File: config.mk
export PLATFORM = sky130hd
export DESIGN_NAME = cluster_mem
export DESIGN_NICKNAME = d
export VERILOG_FILES = /design/src/hdl/cluster_mem_pkg.sv /design/src/hdl/addr_translator.sv /design/src/hdl/cluster_mem.sv /design/src/hdl/copy_scheduler.sv /design/src/hdl/mem_arbiter.sv /design/src/hdl/mem_mover.sv
export SDC_FILE = /design/constraint.sdc
export NUM_CORES = 1
export LEC_CHECK = 0
export BUFFER_PORTS_ARGS = -buffer_cell sky130_fd_sc_hd__buf_4
export CORE_ASPECT_RATIO = 0.9
export CORE_MARGIN = 8
export CORE_UTILIZATION = 55
export CTS_BUF_LIST = sky130_fd_sc_hd__clkbuf_16
export DETAILED_ROUTE_END_ITERATION = 12
export PLACE_DENSITY = 0.89
export SYNTH_ARGS = -nofsm -noshare
export SYNTH_HDL_FRONTEND = slang
export SYNTH_SLANG_ARGS = --single-unit
File: constraint.sdc
create_clock -name clk -period 8.7 [get_ports clk]
set_input_delay 1.74 -clock clk [delete_from_list [all_inputs] [get_ports clk]]
set_output_delay 1.74 -clock clk [all_outputs]
set_load 0.1 [all_outputs]
File: src/hdl/cluster_mem_pkg.sv
`default_nettype none

package cluster_mem_pkg;

	typedef logic [31:0] word_t;
	typedef logic [3:0] strb_t;

	// Core address seen as a raw word or as window tag and offset
	typedef union packed {
		word_t raw;
		struct packed {
			logic [7:0]  tag;
			logic [23:0] offset;
		} win;
	} addr_u;

	// Top byte all ones selects the private window
	localparam logic [7:0] PRIVATE_TAG = 8'hff;

	localparam int WORD_BYTES = 4;

	localparam strb_t STRB_FULL = 4'b1111;

endpackage

`default_nettype wire

File: src/hdl/addr_translator.sv
`timescale 1ns/1ns
`default_nettype none

module addr_translator #(
	parameter cluster_mem_pkg::word_t WINDOW_BASE = 32'h0001_0000
) (
	input  wire                            clk,
	input  wire                            resetn,

	input  wire                            core_mem_valid,
	input  wire                            core_mem_instr,
	input  wire  cluster_mem_pkg::word_t   core_mem_addr,
	input  wire  cluster_mem_pkg::word_t   core_mem_wdata,
	input  wire  cluster_mem_pkg::strb_t   core_mem_wstrb,
	output logic                           core_mem_ready,
	output cluster_mem_pkg::word_t         core_mem_rdata,

	output logic                           arb_valid,
	output logic                           arb_instr,
	output cluster_mem_pkg::word_t         arb_addr,
	output cluster_mem_pkg::word_t         arb_wdata,
	output cluster_mem_pkg::strb_t         arb_wstrb,
	input  wire                            arb_ready,
	input  wire  cluster_mem_pkg::word_t   arb_rdata
);
	import cluster_mem_pkg::*;

	addr_u in_addr;
	word_t mapped_addr;
	logic  take;

	assign in_addr.raw = core_mem_addr;

	always_comb begin
		if (in_addr.win.tag == PRIVATE_TAG)
			mapped_addr = WINDOW_BASE + word_t'(in_addr.win.offset);
		else
			mapped_addr = in_addr.raw;
	end

	// Core still holds valid in the cycle it sees ready
	assign take = core_mem_valid && !arb_valid && !core_mem_ready;

	always_ff @(posedge clk) begin
		if (!resetn) begin
			arb_valid <= 1'b0;
			core_mem_ready <= 1'b0;
		end else begin
			core_mem_ready <= 1'b0;
			if (arb_valid && arb_ready) begin
				arb_valid <= 1'b0;
				core_mem_ready <= 1'b1;
			end else if (take) begin
				arb_valid <= 1'b1;
			end
		end
	end

	always_ff @(posedge clk) begin
		if (take) begin
			arb_instr <= core_mem_instr;
			arb_addr <= mapped_addr;
			arb_wdata <= core_mem_wdata;
			arb_wstrb <= core_mem_wstrb;
		end
		if (arb_valid && arb_ready)
			core_mem_rdata <= arb_rdata;
	end

endmodule

`default_nettype wire

File: src/hdl/cluster_mem.sv
`timescale 1ns/1ns
`default_nettype none

module cluster_mem #(
	parameter int                     CORES_COUNT = 2,
	parameter cluster_mem_pkg::word_t PRIVATE_MEM_BASE = 32'h0001_0000,
	parameter cluster_mem_pkg::word_t PRIVATE_MEM_OFFS = 32'h0001_0000,
	parameter cluster_mem_pkg::word_t PRIVATE_MEM_LEN = 32'h0000_0100
) (
	input  wire                           clk,
	input  wire                           resetn,

	input  wire [CORES_COUNT-1:0]         core_mem_valid,
	input  wire [CORES_COUNT-1:0]         core_mem_instr,
	input  wire cluster_mem_pkg::word_t   core_mem_addr [CORES_COUNT-1:0],
	input  wire cluster_mem_pkg::word_t   core_mem_wdata [CORES_COUNT-1:0],
	input  wire cluster_mem_pkg::strb_t   core_mem_wstrb [CORES_COUNT-1:0],
	output wire [CORES_COUNT-1:0]         core_mem_ready,
	output wire cluster_mem_pkg::word_t   core_mem_rdata [CORES_COUNT-1:0],

	output wire                           mem_valid,
	output wire                           mem_instr,
	output wire cluster_mem_pkg::word_t   mem_addr,
	output wire cluster_mem_pkg::word_t   mem_wdata,
	output wire cluster_mem_pkg::strb_t   mem_wstrb,
	input  wire                           mem_ready,
	input  wire cluster_mem_pkg::word_t   mem_rdata,

	input  wire [CORES_COUNT-1:0]         copy_req,
	output wire [CORES_COUNT-1:0]         copy_done,

	output wire                           copy_mem_valid,
	output wire cluster_mem_pkg::word_t   copy_mem_addr,
	output wire cluster_mem_pkg::word_t   copy_mem_wdata,
	output wire cluster_mem_pkg::strb_t   copy_mem_wstrb,
	input  wire                           copy_mem_ready,
	input  wire cluster_mem_pkg::word_t   copy_mem_rdata
);
	import cluster_mem_pkg::*;

	// Translated requests into the arbiter
	wire [CORES_COUNT-1:0] arb_valid;
	wire [CORES_COUNT-1:0] arb_instr;
	wire [CORES_COUNT-1:0] arb_ready;
	wire word_t            arb_addr [CORES_COUNT-1:0];
	wire word_t            arb_wdata [CORES_COUNT-1:0];
	wire strb_t            arb_wstrb [CORES_COUNT-1:0];
	wire word_t            arb_rdata [CORES_COUNT-1:0];

	wire        mover_start;
	wire        mover_busy;
	wire        mover_done;
	wire word_t mover_src;
	wire word_t mover_dst;

	for (genvar i = 0; i < CORES_COUNT; i++) begin : g_core
		addr_translator #(
			.WINDOW_BASE(PRIVATE_MEM_BASE + PRIVATE_MEM_OFFS * word_t'(i))
		) u_translator (
			.clk           (clk),
			.resetn        (resetn),
			.core_mem_valid(core_mem_valid[i]),
			.core_mem_instr(core_mem_instr[i]),
			.core_mem_addr (core_mem_addr[i]),
			.core_mem_wdata(core_mem_wdata[i]),
			.core_mem_wstrb(core_mem_wstrb[i]),
			.core_mem_ready(core_mem_ready[i]),
			.core_mem_rdata(core_mem_rdata[i]),
			.arb_valid     (arb_valid[i]),
			.arb_instr     (arb_instr[i]),
			.arb_addr      (arb_addr[i]),
			.arb_wdata     (arb_wdata[i]),
			.arb_wstrb     (arb_wstrb[i]),
			.arb_ready     (arb_ready[i]),
			.arb_rdata     (arb_rdata[i])
		);
	end

	mem_arbiter #(
		.CORES_COUNT(CORES_COUNT)
	) u_arbiter (
		.clk       (clk),
		.resetn    (resetn),
		.core_valid(arb_valid),
		.core_instr(arb_instr),
		.core_addr (arb_addr),
		.core_wdata(arb_wdata),
		.core_wstrb(arb_wstrb),
		.core_ready(arb_ready),
		.core_rdata(arb_rdata),
		.mem_valid (mem_valid),
		.mem_instr (mem_instr),
		.mem_addr  (mem_addr),
		.mem_wdata (mem_wdata),
		.mem_wstrb (mem_wstrb),
		.mem_ready (mem_ready),
		.mem_rdata (mem_rdata)
	);

	copy_scheduler #(
		.CORES_COUNT     (CORES_COUNT),
		.PRIVATE_MEM_BASE(PRIVATE_MEM_BASE),
		.PRIVATE_MEM_OFFS(PRIVATE_MEM_OFFS)
	) u_scheduler (
		.clk        (clk),
		.resetn     (resetn),
		.copy_req   (copy_req),
		.copy_done  (copy_done),
		.mover_start(mover_start),
		.mover_src  (mover_src),
		.mover_dst  (mover_dst),
		.mover_busy (mover_busy),
		.mover_done (mover_done)
	);

	mem_mover #(
		.PRIVATE_MEM_LEN(PRIVATE_MEM_LEN)
	) u_mover (
		.clk           (clk),
		.resetn        (resetn),
		.start         (mover_start),
		.src           (mover_src),
		.dst           (mover_dst),
		.busy          (mover_busy),
		.done          (mover_done),
		.copy_mem_valid(copy_mem_valid),
		.copy_mem_addr (copy_mem_addr),
		.copy_mem_wdata(copy_mem_wdata),
		.copy_mem_wstrb(copy_mem_wstrb),
		.copy_mem_ready(copy_mem_ready),
		.copy_mem_rdata(copy_mem_rdata)
	);

endmodule

`default_nettype wire

File: src/hdl/copy_scheduler.sv
`timescale 1ns/1ns
`default_nettype none

module copy_scheduler #(
	parameter int                     CORES_COUNT = 2,
	parameter cluster_mem_pkg::word_t PRIVATE_MEM_BASE = 32'h0001_0000,
	parameter cluster_mem_pkg::word_t PRIVATE_MEM_OFFS = 32'h0001_0000
) (
	input  wire                      clk,
	input  wire                      resetn,

	input  wire  [CORES_COUNT-1:0]   copy_req,
	output logic [CORES_COUNT-1:0]   copy_done,

	output logic                     mover_start,
	output cluster_mem_pkg::word_t   mover_src,
	output cluster_mem_pkg::word_t   mover_dst,
	input  wire                      mover_busy,
	input  wire                      mover_done
);
	import cluster_mem_pkg::*;

	localparam int IDX_W = (CORES_COUNT > 1) ? $clog2(CORES_COUNT) : 1;

	logic [CORES_COUNT-1:0] req_q;
	logic [CORES_COUNT-1:0] pending;
	logic [IDX_W-1:0]       pick;
	logic [IDX_W-1:0]       sel;
	logic                   launch;
	word_t                  win_src [CORES_COUNT-1:0];
	word_t                  win_dst [CORES_COUNT-1:0];

	// Mover busy only rises the cycle after start
	assign launch = |pending && !mover_busy && !mover_start;

	always_comb begin
		pick = '0;
		for (int i = CORES_COUNT - 1; i >= 0; i--) begin
			win_src[i] = PRIVATE_MEM_BASE + PRIVATE_MEM_OFFS * word_t'(i);
			// Last core copies onto its own window
			if (i < CORES_COUNT - 1)
				win_dst[i] = PRIVATE_MEM_BASE + PRIVATE_MEM_OFFS * word_t'(i + 1);
			else
				win_dst[i] = win_src[i];
			if (pending[i])
				pick = IDX_W'(i);
		end
	end

	always_ff @(posedge clk) begin
		if (!resetn) begin
			req_q <= '0;
			pending <= '0;
			copy_done <= '0;
			mover_start <= 1'b0;
			sel <= '0;
		end else begin
			req_q <= copy_req;
			mover_start <= launch;
			if (launch)
				sel <= pick;
			for (int i = 0; i < CORES_COUNT; i++) begin
				if (copy_req[i] && !req_q[i])
					pending[i] <= 1'b1;
				else if (launch && pick == IDX_W'(i))
					pending[i] <= 1'b0;

				if (mover_done && sel == IDX_W'(i))
					copy_done[i] <= 1'b1;
				else if (!copy_req[i])
					copy_done[i] <= 1'b0;
			end
		end
	end

	always_ff @(posedge clk) begin
		if (launch) begin
			mover_src <= win_src[pick];
			mover_dst <= win_dst[pick];
		end
	end

endmodule

`default_nettype wire

File: src/hdl/mem_arbiter.sv
`timescale 1ns/1ns
`default_nettype none

module mem_arbiter #(
	parameter int CORES_COUNT = 2
) (
	input  wire                            clk,
	input  wire                            resetn,

	input  wire  [CORES_COUNT-1:0]         core_valid,
	input  wire  [CORES_COUNT-1:0]         core_instr,
	input  wire  cluster_mem_pkg::word_t   core_addr [CORES_COUNT-1:0],
	input  wire  cluster_mem_pkg::word_t   core_wdata [CORES_COUNT-1:0],
	input  wire  cluster_mem_pkg::strb_t   core_wstrb [CORES_COUNT-1:0],
	output logic [CORES_COUNT-1:0]         core_ready,
	output cluster_mem_pkg::word_t         core_rdata [CORES_COUNT-1:0],

	output logic                           mem_valid,
	output logic                           mem_instr,
	output cluster_mem_pkg::word_t         mem_addr,
	output cluster_mem_pkg::word_t         mem_wdata,
	output cluster_mem_pkg::strb_t         mem_wstrb,
	input  wire                            mem_ready,
	input  wire  cluster_mem_pkg::word_t   mem_rdata
);
	import cluster_mem_pkg::*;

	localparam int IDX_W = (CORES_COUNT > 1) ? $clog2(CORES_COUNT) : 1;

	logic [CORES_COUNT-1:0] valid_q;
	logic [CORES_COUNT-1:0] pending;
	logic                   instr_any;
	logic [IDX_W-1:0]       pick;
	logic [IDX_W-1:0]       sel;
	logic                   claimed;
	logic                   served;

	assign instr_any = |(pending & core_instr);
	assign served = mem_valid && mem_ready;

	// Fetches first, then lowest index
	always_comb begin
		pick = '0;
		for (int i = CORES_COUNT - 1; i >= 0; i--) begin
			if (pending[i] && (!instr_any || core_instr[i]))
				pick = IDX_W'(i);
		end
	end

	always_ff @(posedge clk) begin
		if (!resetn) begin
			valid_q <= '0;
			pending <= '0;
			core_ready <= '0;
			claimed <= 1'b0;
			sel <= '0;
			mem_valid <= 1'b0;
			mem_wstrb <= '0;
		end else begin
			valid_q <= core_valid;
			core_ready <= '0;
			for (int i = 0; i < CORES_COUNT; i++) begin
				if (core_valid[i] && !valid_q[i])
					pending[i] <= 1'b1;
				else if (!core_valid[i] || (served && sel == IDX_W'(i)))
					pending[i] <= 1'b0;
			end

			if (claimed) begin
				if (served) begin
					claimed <= 1'b0;
					mem_valid <= 1'b0;
					mem_wstrb <= '0;
					core_ready[sel] <= 1'b1;
				end else if (!mem_valid) begin
					mem_valid <= 1'b1;
					mem_wstrb <= core_wstrb[sel];
				end
			end else if (|pending) begin
				claimed <= 1'b1;
				sel <= pick;
			end
		end
	end

	always_ff @(posedge clk) begin
		if (claimed && !mem_valid) begin
			mem_instr <= core_instr[sel];
			mem_addr <= core_addr[sel];
			mem_wdata <= core_wdata[sel];
		end
		if (served)
			core_rdata[sel] <= mem_rdata;
	end

endmodule

`default_nettype wire

File: src/hdl/mem_mover.sv
`timescale 1ns/1ns
`default_nettype none

module mem_mover #(
	parameter cluster_mem_pkg::word_t PRIVATE_MEM_LEN = 32'h0000_0100
) (
	input  wire                            clk,
	input  wire                            resetn,

	input  wire                            start,
	input  wire  cluster_mem_pkg::word_t   src,
	input  wire  cluster_mem_pkg::word_t   dst,
	output logic                           busy,
	output logic                           done,

	output logic                           copy_mem_valid,
	output cluster_mem_pkg::word_t         copy_mem_addr,
	output cluster_mem_pkg::word_t         copy_mem_wdata,
	output cluster_mem_pkg::strb_t         copy_mem_wstrb,
	input  wire                            copy_mem_ready,
	input  wire  cluster_mem_pkg::word_t   copy_mem_rdata
);
	import cluster_mem_pkg::*;

	localparam logic [1:0] ST_IDLE  = 2'd0;
	localparam logic [1:0] ST_READ  = 2'd1;
	localparam logic [1:0] ST_WRITE = 2'd2;

	logic [1:0] state;
	word_t      rd_addr;
	word_t      wr_addr;
	word_t      remaining;
	word_t      data_q;
	logic       ack;

	assign busy = (state != ST_IDLE);
	assign ack = copy_mem_valid && copy_mem_ready;

	always_ff @(posedge clk) begin
		if (!resetn) begin
			state <= ST_IDLE;
			remaining <= '0;
			done <= 1'b0;
			copy_mem_valid <= 1'b0;
			copy_mem_wstrb <= '0;
		end else begin
			done <= 1'b0;
			case (state)
				ST_IDLE: begin
					if (start) begin
						remaining <= PRIVATE_MEM_LEN;
						state <= ST_READ;
					end
				end
				ST_READ: begin
					if (ack) begin
						copy_mem_valid <= 1'b0;
						state <= ST_WRITE;
					end else if (remaining == '0) begin
						done <= 1'b1;
						state <= ST_IDLE;
					end else if (!copy_mem_valid) begin
						copy_mem_valid <= 1'b1;
						copy_mem_wstrb <= '0;
					end
				end
				ST_WRITE: begin
					if (ack) begin
						copy_mem_valid <= 1'b0;
						copy_mem_wstrb <= '0;
						remaining <= remaining - WORD_BYTES;
						state <= ST_READ;
					end else if (!copy_mem_valid) begin
						copy_mem_valid <= 1'b1;
						copy_mem_wstrb <= STRB_FULL;
					end
				end
				default: begin
					state <= ST_IDLE;
				end
			endcase
		end
	end

	// Copy addresses and the word in transit
	always_ff @(posedge clk) begin
		if (state == ST_IDLE && start) begin
			rd_addr <= src;
			wr_addr <= dst;
		end
		if (state == ST_READ && ack) begin
			data_q <= copy_mem_rdata;
			rd_addr <= rd_addr + WORD_BYTES;
		end
		if (state == ST_WRITE && ack)
			wr_addr <= wr_addr + WORD_BYTES;
		if (!copy_mem_valid && state == ST_READ)
			copy_mem_addr <= rd_addr;
		if (!copy_mem_valid && state == ST_WRITE) begin
			copy_mem_addr <= wr_addr;
			copy_mem_wdata <= data_q;
		end
	end

endmodule

`default_nettype wire
==> results of run 1 <==
[per-stage QoR]
step	hold slack, ns	instances	instance area, µm²
6_report	0.4009	2180	25530
5_1_grt	0.4117	2180	25530
4_1_cts	0.4087	2179	25530
3_5_place_dp	0.4045	2082	23950
3_3_place_gp	0.4003	2082	23950
2_1_floorplan	0.3931	1220	20300
[flip-flops by register name, indices dropped and copies added (netlist names), 32 cells and up]
name,flops
u_arbiter.core_rdata,64
g_core.u_translator.arb_wdata,64
g_core.u_translator.core_mem_rdata,64
u_mover.data_q,32
u_arbiter.mem_wdata,32
u_mover.copy_mem_wdata,32
g_core.u_translator.arb_addr,64
u_arbiter.mem_addr,32
[final timing paths]
kind,end,slack [ns],depth (start not counted)
setup reg to reg,u_mover.copy_mem_valid,5.72,5
hold reg to reg,u_arbiter.pending[0],0.40,1
hold / removal,u_arbiter.pending[0],0.40,1
setup / recovery,copy_mem_valid,5.37,1
[power groups by stage]
| stage | logic, mW | clock network [mW] | registers (mW) |
|---|---|---|---|
| 2_1_floorplan | 0.493 | 0 | 3.65 |
| 3_3_place_gp | 1.16 | 0 | 3.26 |
| 3_5_place_dp | 1.19 | 0 | 3.28 |
| 4_1_cts | 1.20 | 2.12 | 3.23 |
| 5_1_grt | 1.26 | 2.22 | 3.25 |
| 6_report | 1.20 | 2.08 | 3.23 |
[area by class of cell]
class                      count  area, µm²  share of cell area (%)
timing repair buffer         427       3206                   12.55
antenna                        1      2.502                0.009800
tap                          476      595.6                   2.332
multi-input combinational    611       4245                   16.63
clock inverter                44      251.5                  0.9849
sequential                   547      15830                   61.99
inverter                      21      78.83                  0.3087
clock buffer                  53       1326                   5.194
[metal layers]
metal	vias up	routed length [µm]
met3	129	4426
met5	-	13
met4	2	2058
met1	5917	17060
li1	5448	-
met2	561	25890
[cell usage in the layout, fill, tap and decap left out, types with 4 or more instances in the layout]
cell type	synthesis	final
a21boi_0	5	5
a21oi_1	17	17
and2_1	15	15
and3_1	12	12
and4_1	6	6
buf_4	7	427
clkbuf_16	0	53
clkinv_1	1	9
clkinv_2	0	13
dfxtp_1	60	59
edfxtp_1	487	487
ha_1	9	9
inv_1	20	32
mux2_2	93	93
mux2i_1	7	7
nand2_1	45	45
nand2b_1	5	5
nand3_1	33	33
nand3b_1	6	6
nand4_1	27	27
nor2_1	114	112
nor2b_1	21	20
nor3_1	19	19
nor4_1	14	13
o21a_1	4	4
o21ai_0	17	17
or2_2	6	6
or3_1	9	9
or4_1	9	9
xnor2_1	47	47
xor2_1	40	40
[kinds of logic (layout without fill, tap and decap cells)]
family                   Yosys count  in the layout  share of synthesized area, %
flip-flops                       547            547                         77.96
buffers and inverters             62            545                         1.313
AO/OA/AOI/OAI                     58             58                         1.744
AND/OR/NAND/NOR                  355            355                         9.153
multiplexers                     100            100                         5.504
other                              1              3                       0.01847
XOR/XNOR                          87             87                         3.754
adder cells (fa/ha/maj)            9              9                        0.5547
==> out/metrics.cfg, run 1 <==
[setup_path]
crit_buf_inv = 1
start_kind = flip-flop
critPathKind = flip-flop to output pin
required_ns = 6.96
crit_fanout = 11
r2r-start = u_mover.remaining[8]
startpoint = u_mover.copy_mem_valid
crit_chain = buf_4
cp-end-kind = output pin
crit_arrival_ns = 1.59
slowest_stage = dfxtp_1
max_stage_delay_ns = 0.63
cpLargestDelayFamily = flip-flops

[placed_design]
numPortBuffers = 414
gp_congestion = 0.8860
dp_slack_ns = 5.036
dp.final_hpwl_um = 33770

[yosys]
syn_area_per_cell_um2 = 16.65
syn_inst = 1219
yosysWarnings = 0
synth-async-reset-ratio_pct = 0
ys_seq_area_share_pct = 77.96
synth_top_area_cell = edfxtp_1
syn_area_um2 = 20300
synth_commonest_cells = edfxtp_1, nor2_1, mux2_2
yosys_register_bits = 547
ys_dominant_reg_cell = edfxtp_1
ys_types = 54
synth_edf_count = 487
synth_top_cell_area_share_pct = 72.04
synthTopCellsByArea = edfxtp_1, dfxtp_1, mux2_2
yosysMostFrequentCell = edfxtp_1

[global_routing]
busiest_layer = met2
grt_util_met1_pct = 24.75
grt_pass1_vias = 12760
track_usage_pct = 22.19
antenna_found_initial = 2
use_met3_pct = 6.682
grt_overflow_total = 0
grt_pass1_wl_um = 73700
met2_usage_pct = 39.24
grt_max_degree = 75

[timing]
tightest_slew_ns = 1.260
rsz0062_at_grt = no
setup_slack_ns = 5.367
slew_headroom_pct = 15.20
max_freq_ghz = 0.3000
fin_crit_sh_pct = 38.31
fin_crit_ns = 3.333
skew_ns = 0.02490
finalSetupTns_ns = 0
hold_viol = 0
setup_violations = 0
drv_slew = 0

[power_and_ir_drop]
vdd_ir_drop_max_uv = 288.8
p_leak_nw = 9.369
p_seq_share_pct = 49.6
powerDensity_nw_per_um2 = 255.1
swShare_pct = 29.72
pwr-share-comb_pct = 18.5
switchingPower_mw = 1.936
internal_power_mw = 4.577
finalPower_mw = 6.513
power_frac_clock_pct = 32.0

[die]
fp.dieW_um = 218.5
die_h_um = 198.3
rows = 66
pin_count = 417
start_util_pct = 56.00
die_area_um2 = 43320
core_area_um2 = 36250

[clock_network]
cts_max_path_buffers = 3
postCtsHoldBufs = 0
htreeDepth = 2
clk_pin_slew_ns = 0.06
cts_tree = done
postCtsSetupBuffers = 0
cts_root_buf = clkbuf_16
numCtsBuffers = 52
clk_latency_ns = 0.57
cts_resized = 0
cts.sinks = 547

[drt]
wire_per_inst_um = 22.68
drc = 0
first_pass_iters = 5
ant_nets = 0
first_iter_violations = 984
wl_um = 49450
via_per_inst = 5.531
dr_total_vias = 12060

[hold_path]
worstHoldStart = u_arbiter.valid_q[0]
hp-class = flip-flop to flip-flop

[final_layout]
post-route-util_pct = 70.44
final_nets = 1879
syn_to_final_growth_pct = 25.79
drive_above_1_share_pct = 36.17
nFillCells = 2188

[flow_run]
max-cap-violations = 0

[outcome]
status = completed

Power figures use the tool's default switching activity.
==> run 2: changes to the inputs <==
--- a/config.mk
+++ b/config.mk
@@ -8,10 +8,10 @@
 export BUFFER_PORTS_ARGS = -buffer_cell sky130_fd_sc_hd__buf_4
 export CORE_ASPECT_RATIO = 0.9
 export CORE_MARGIN = 8
-export CORE_UTILIZATION = 55
+export CORE_UTILIZATION = 49
 export CTS_BUF_LIST = sky130_fd_sc_hd__clkbuf_16
 export DETAILED_ROUTE_END_ITERATION = 12
-export PLACE_DENSITY = 0.89
+export PLACE_DENSITY = 0.84
 export SYNTH_ARGS = -nofsm -noshare
 export SYNTH_HDL_FRONTEND = slang
 export SYNTH_SLANG_ARGS = --single-unit
==> constraint.sdc (replaced) <==
create_clock -name clk -period 2.9 [get_ports clk]
set_input_delay 0.58 -clock clk [delete_from_list [all_inputs] [get_ports clk]]
set_output_delay 0.58 -clock clk [all_outputs]
set_load 0.1 [all_outputs]
==> out/metrics.cfg, run 2 (synthesized netlist as in run 1, its figures left out) <==
[power_and_ir_drop]
vdd_ir_drop_max_uv = 568.9
powerDensity_nw_per_um2 = 783.3
p_leak_nw = 9.549

[timing]
tightest_slew_ns = 0.6476
max_freq_ghz = 0.3736
drv_slew = 0
fin_crit_sh_pct = 92.30
finalSetupTns_ns = 0
setup_violations = 0
fin_crit_ns = 2.677
slew_headroom_pct = 56.83
rsz0062_at_grt = no
fin_hold_ws_ns = 0.1406
setup_slack_ns = 0.2234
skew_ns = 0.02491
hold_viol = 0

[clock_network]
cts_tree = done
cts.sinks = 547
numCtsBuffers = 53
cts_resized = 0
cts_max_path_buffers = 3
htreeDepth = 2
clk_pin_slew_ns = 0.07
postCtsSetupBuffers = 0
cts_root_buf = clkbuf_16
clk_latency_ns = 0.61
postCtsHoldBufs = 0

[hold_path]
holdPathEnd = g_core[0].u_translator.arb_addr[4]
hp-class = input port to flip-flop
hold_depth = 1
worstHoldStart = core_mem_addr[4]

[global_routing]
track_usage_pct = 19.19
antenna_found_initial = 1
grt_pass1_wl_um = 72540
grt_pass1_vias = 12470
grt_max_degree = 71
grt_overflow_total = 0

[setup_path]
critPathKind = flip-flop to flip-flop
worst_path_most_repeated_cell = or4_1
required_ns = 3.42
cpLargestDelayFamily = simple AND/OR/NAND/NOR gates
r2r-start = u_mover.state[0]
rr_endpoint = u_mover.remaining[31]
max_stage_delay_ns = 0.59
crit_fanout = 10
cp-end-kind = flip-flop
crit_arrival_ns = 3.20
start_kind = flip-flop
crit_buf_inv = 1
reg2regPathDepth = 7
r2r_slack_ns = 0.22
slowest_stage = or4_1
crit_chain = inv_1 > ha_1 > a21bo_1 > nand2_1 > or4_1 > or4_1 > a21oi_1

[drt]
via_per_inst = 5.263
first_pass_iters = 7
wl_um = 47560
drc = 0
wire_per_inst_um = 21.02
ant_nets = 0
dr_total_vias = 11910
first_iter_violations = 1069

[die]
die_area_um2 = 48200
rows = 70
pin_count = 417
start_util_pct = 49.84
core_area_um2 = 40730
die_h_um = 209.1
fp.dieW_um = 230.5

[outcome]
status = completed

[placed_design]
gp_congestion = 0.8884
numPortBuffers = 414
placed_area_um2 = 24210
dp_slack_ns = 0.2700
dp.final_hpwl_um = 33060

[final_layout]
drive_above_1_share_pct = 36.93
final_common_cell = edfxtp_1
final_nets = 1896
final_cell_mix = edfxtp_1, buf_4, nor2_1
fin_area_um2 = 26040
n_antenna_cell = 0
syn_to_final_growth_pct = 28.27

[flow_run]
max-cap-violations = 0

[run 2: cell types whose count changed in the layout (fill, tap and decap cells not counted), sizes merged]
cell	before	now
buf	427	443
bufinv	1	8
clkinvlp	1	5
inv	39	36
diode	1	0
clkinv	24	19
[run 2: layer usage]
metal / vias to the layer above / wire [µm] / GRT usage, %
met5: - / 14 / 0
met4: 2 / 1378 / 6.441
met3: 98 / 4088 / 5.891
met2: 482 / 24470 / 33.45
met1: 5834 / 17600 / 22.36
li1: 5490 / - / -
[run 2: metrics by stage]
step	total power [mW]	utilization [%]	std cells
global placement	13.32	59.45	2162
finish	20.40	63.93	2262
global route	21.09	63.93	2262
floorplan	12.42	-	1220
CTS	20.56	63.93	2262
detailed placement	13.45	59.45	2162
[run 2: where the power goes]
part	internal (mW)	switching, mW	leakage (nW)
registers	9.27	0.384	5.00
clock network	4.09	2.99	0.921
logic	1.09	2.57	3.63
total	14.5	5.95	9.55
[run 2: layout make-up]
class	instances	area (µm²)
clock inverters	47	500.5
fillers	2733	14690
inverters	21	78.83
multi-input cells	611	4252
clock buffers	53	1326
flip-flops and latches	547	15830
well taps	540	675.6
repair buffers	443	3376
[run 2: worst max-delay path by stage]
stage / cells after the start / slack (ns) / end / from
after global routing: 7 / 0.07 / u_mover.remaining[31] / u_mover.state[0]
final: 7 / 0.22 / u_mover.remaining[31] / u_mover.state[0]
after detailed placement: 7 / 0.27 / u_mover.remaining[31] / u_mover.state[0]
after global placement: 7 / 0.39 / u_mover.remaining[31] / u_mover.state[0]
after CTS: 7 / 0.26 / u_mover.remaining[31] / u_mover.state[0]
after floorplan: 1 / 0.08 / g_core[0].u_translator.arb_addr[0] / core_mem_valid[0]
==> run 3: changes to the inputs <==
==> constraint.sdc (replaced) <==
create_clock -name clk -period 2.9 [get_ports clk]
set_input_delay 0 -clock clk [delete_from_list [all_inputs] [get_ports clk]]
set_output_delay 0 -clock clk [all_outputs]
set_load 0.1 [all_outputs]
==> out/metrics.cfg, run 3 (synthesized netlist as in run 1, its figures left out) <==
[die]
die_h_um = 209.1
pin_count = 417
core_area_um2 = 40730
rows = 70
start_util_pct = 49.84
die_area_um2 = 48200
fp.dieW_um = 230.5

[final_layout]
drive_above_1_share_pct = 32.11
final_cells = 2484
nFillCells = 2463
regArea_um2 = 15830
post-route-util_pct = 69.14
final_common_cell = edfxtp_1
final_nets = 2117
multi_input_area_um2 = 4252
final_cell_mix = edfxtp_1, buf_4, dlygate4sd3_1
fin_area_um2 = 28160
syn_to_final_growth_pct = 38.72

[global_routing]
antenna_found_initial = 5
grt_pass1_vias = 14000
track_usage_pct = 22.22
grt_max_degree = 74
grt_pass1_wl_um = 82890
grt_overflow_total = 0

[clock_network]
cts_resized = 0
clk_pin_slew_ns = 0.07
cts_tree = done
cts_root_buf = clkbuf_16
cts_max_path_buffers = 3
cts.sinks = 547
numCtsBuffers = 53
htreeDepth = 2
clk_latency_ns = 0.60

[setup_path]
crit_arrival_ns = 3.18
crit_end = u_mover.remaining[31]
start_kind = flip-flop
r2r-start = u_mover.state[0]
worst_path_most_repeated_cell = or4_1
crit_fanout = 10
r2r_slack_ns = 0.25
crit_chain = inv_1 > ha_1 > a21bo_1 > nand2_1 > or4_1 > or4_1 > a21oi_1
rr_endpoint = u_mover.remaining[31]
slowest_stage = or4_1
max_stage_delay_ns = 0.59
cpLargestDelayFamily = simple AND/OR/NAND/NOR gates
crit_buf_inv = 1
cp-end-kind = flip-flop
critPathKind = flip-flop to flip-flop
startpoint = u_mover.state[0]
required_ns = 3.43
worst-path-stages = 7
reg2regPathDepth = 7

[drt]
dr_total_vias = 13100
wire_per_inst_um = 22.09
wl_um = 54880
first_iter_violations = 1072
drc = 0
ant_nets = 0
via_per_inst = 5.275
first_pass_iters = 5

[timing]
skew_ns = 0.03187
fin_hold_ws_ns = 0.1011
tightest_slew_ns = 1.080
fin_crit_sh_pct = 91.43
drv_slew = 0
rsz0062_at_grt = no
hold_viol = 0
fin_crit_ns = 2.651
setup_violations = 0
slew_headroom_pct = 27.75
finalSetupTns_ns = 0
setup_slack_ns = 0.2486
max_freq_ghz = 0.3772

[flow_run]
max-cap-violations = 0

[placed_design]
place_inst = 2158
placed_area_um2 = 24190
dp.final_hpwl_um = 32440
dp_slack_ns = 0.3239
numPortBuffers = 414
gp_congestion = 0.8720

[power_and_ir_drop]
vdd_ir_drop_max_uv = 757.9
finalPower_mw = 20.42
p_leak_nw = 10.42
powerDensity_nw_per_um2 = 725.1

[outcome]
status = completed

[hold_path]
hp-class = input port to flip-flop

## run 3: cell types whose count changed in the layout (fill, tap and decap cells not counted), moves of 2 or more
cell | before | now
clkinvlp_4 | 5 | 3
clkinv_1 | 8 | 15
bufinv_16 | 8 | 5
buf_4 | 439 | 434
diode_2 | 0 | 4
dlygate4sd3_1 | 0 | 225
## run 3: cell type report
cell class / instances / area share, %
clock buffers: 54 / 4.799
diodes: 4 / 0.03555
flip-flops and latches: 547 / 56.21
repair buffers: 664 / 19.92
inverters: 21 / 0.2799
well taps: 540 / 2.399
clock inverters: 43 / 1.253
multi-input cells: 611 / 15.10
## run 3: routing by layer
metal / vias up / share of wire [%] / track usage (%)
met5: - / 0.024 / 0
met1: 6425 / 35 / 24.32
met4: 2 / 4.1 / 10.09
met3: 128 / 8.7 / 6.230
met2: 617 / 53 / 39.70
li1: 5932 / - / -
## run 3: worst min path at each step
stage | startpoint | endpoint | slack, ns | cells past startpoint
detailed placement | copy_mem_rdata[1] | u_mover.data_q[1] | 0.18 | 1
CTS | core_mem_addr[35] | g_core[1].u_translator.arb_addr[3] | 0.08 | 2
global route | core_mem_valid[1] | g_core[1].u_translator.arb_wdata[16] | 0.08 | 3
global placement | copy_mem_rdata[17] | u_mover.data_q[17] | 0.18 | 1
finish | core_mem_valid[1] | g_core[1].u_translator.arb_wdata[18] | 0.10 | 3
floorplan | core_mem_addr[0] | g_core[0].u_translator.arb_addr[0] | 0.1 | 0
## run 3: worst register-to-register path: stages, from the launching register on
cell and delay, ns:
dfxtp_1 0.40, inv_1 0.09, ha_1 0.32, a21bo_1 0.37, nand2_1 0.28, or4_1 0.59, or4_1 0.42, a21oi_1 0.14
## run 3: power breakdown
group | total [mW] | leakage [nW] | switching, mW | internal [mW]
combinational | 3.97 | 4.55 | 2.68 | 1.29
sequential | 9.65 | 5.00 | 0.381 | 9.27
clock | 6.80 | 0.865 | 2.97 | 3.83
total | 20.4 | 10.4 | 6.04 | 14.4
## run 3: repair_timing
item,CTS,global route
endpoints found under the hold margin,273,0
buffers inserted,0,0
hold buffers,225,0
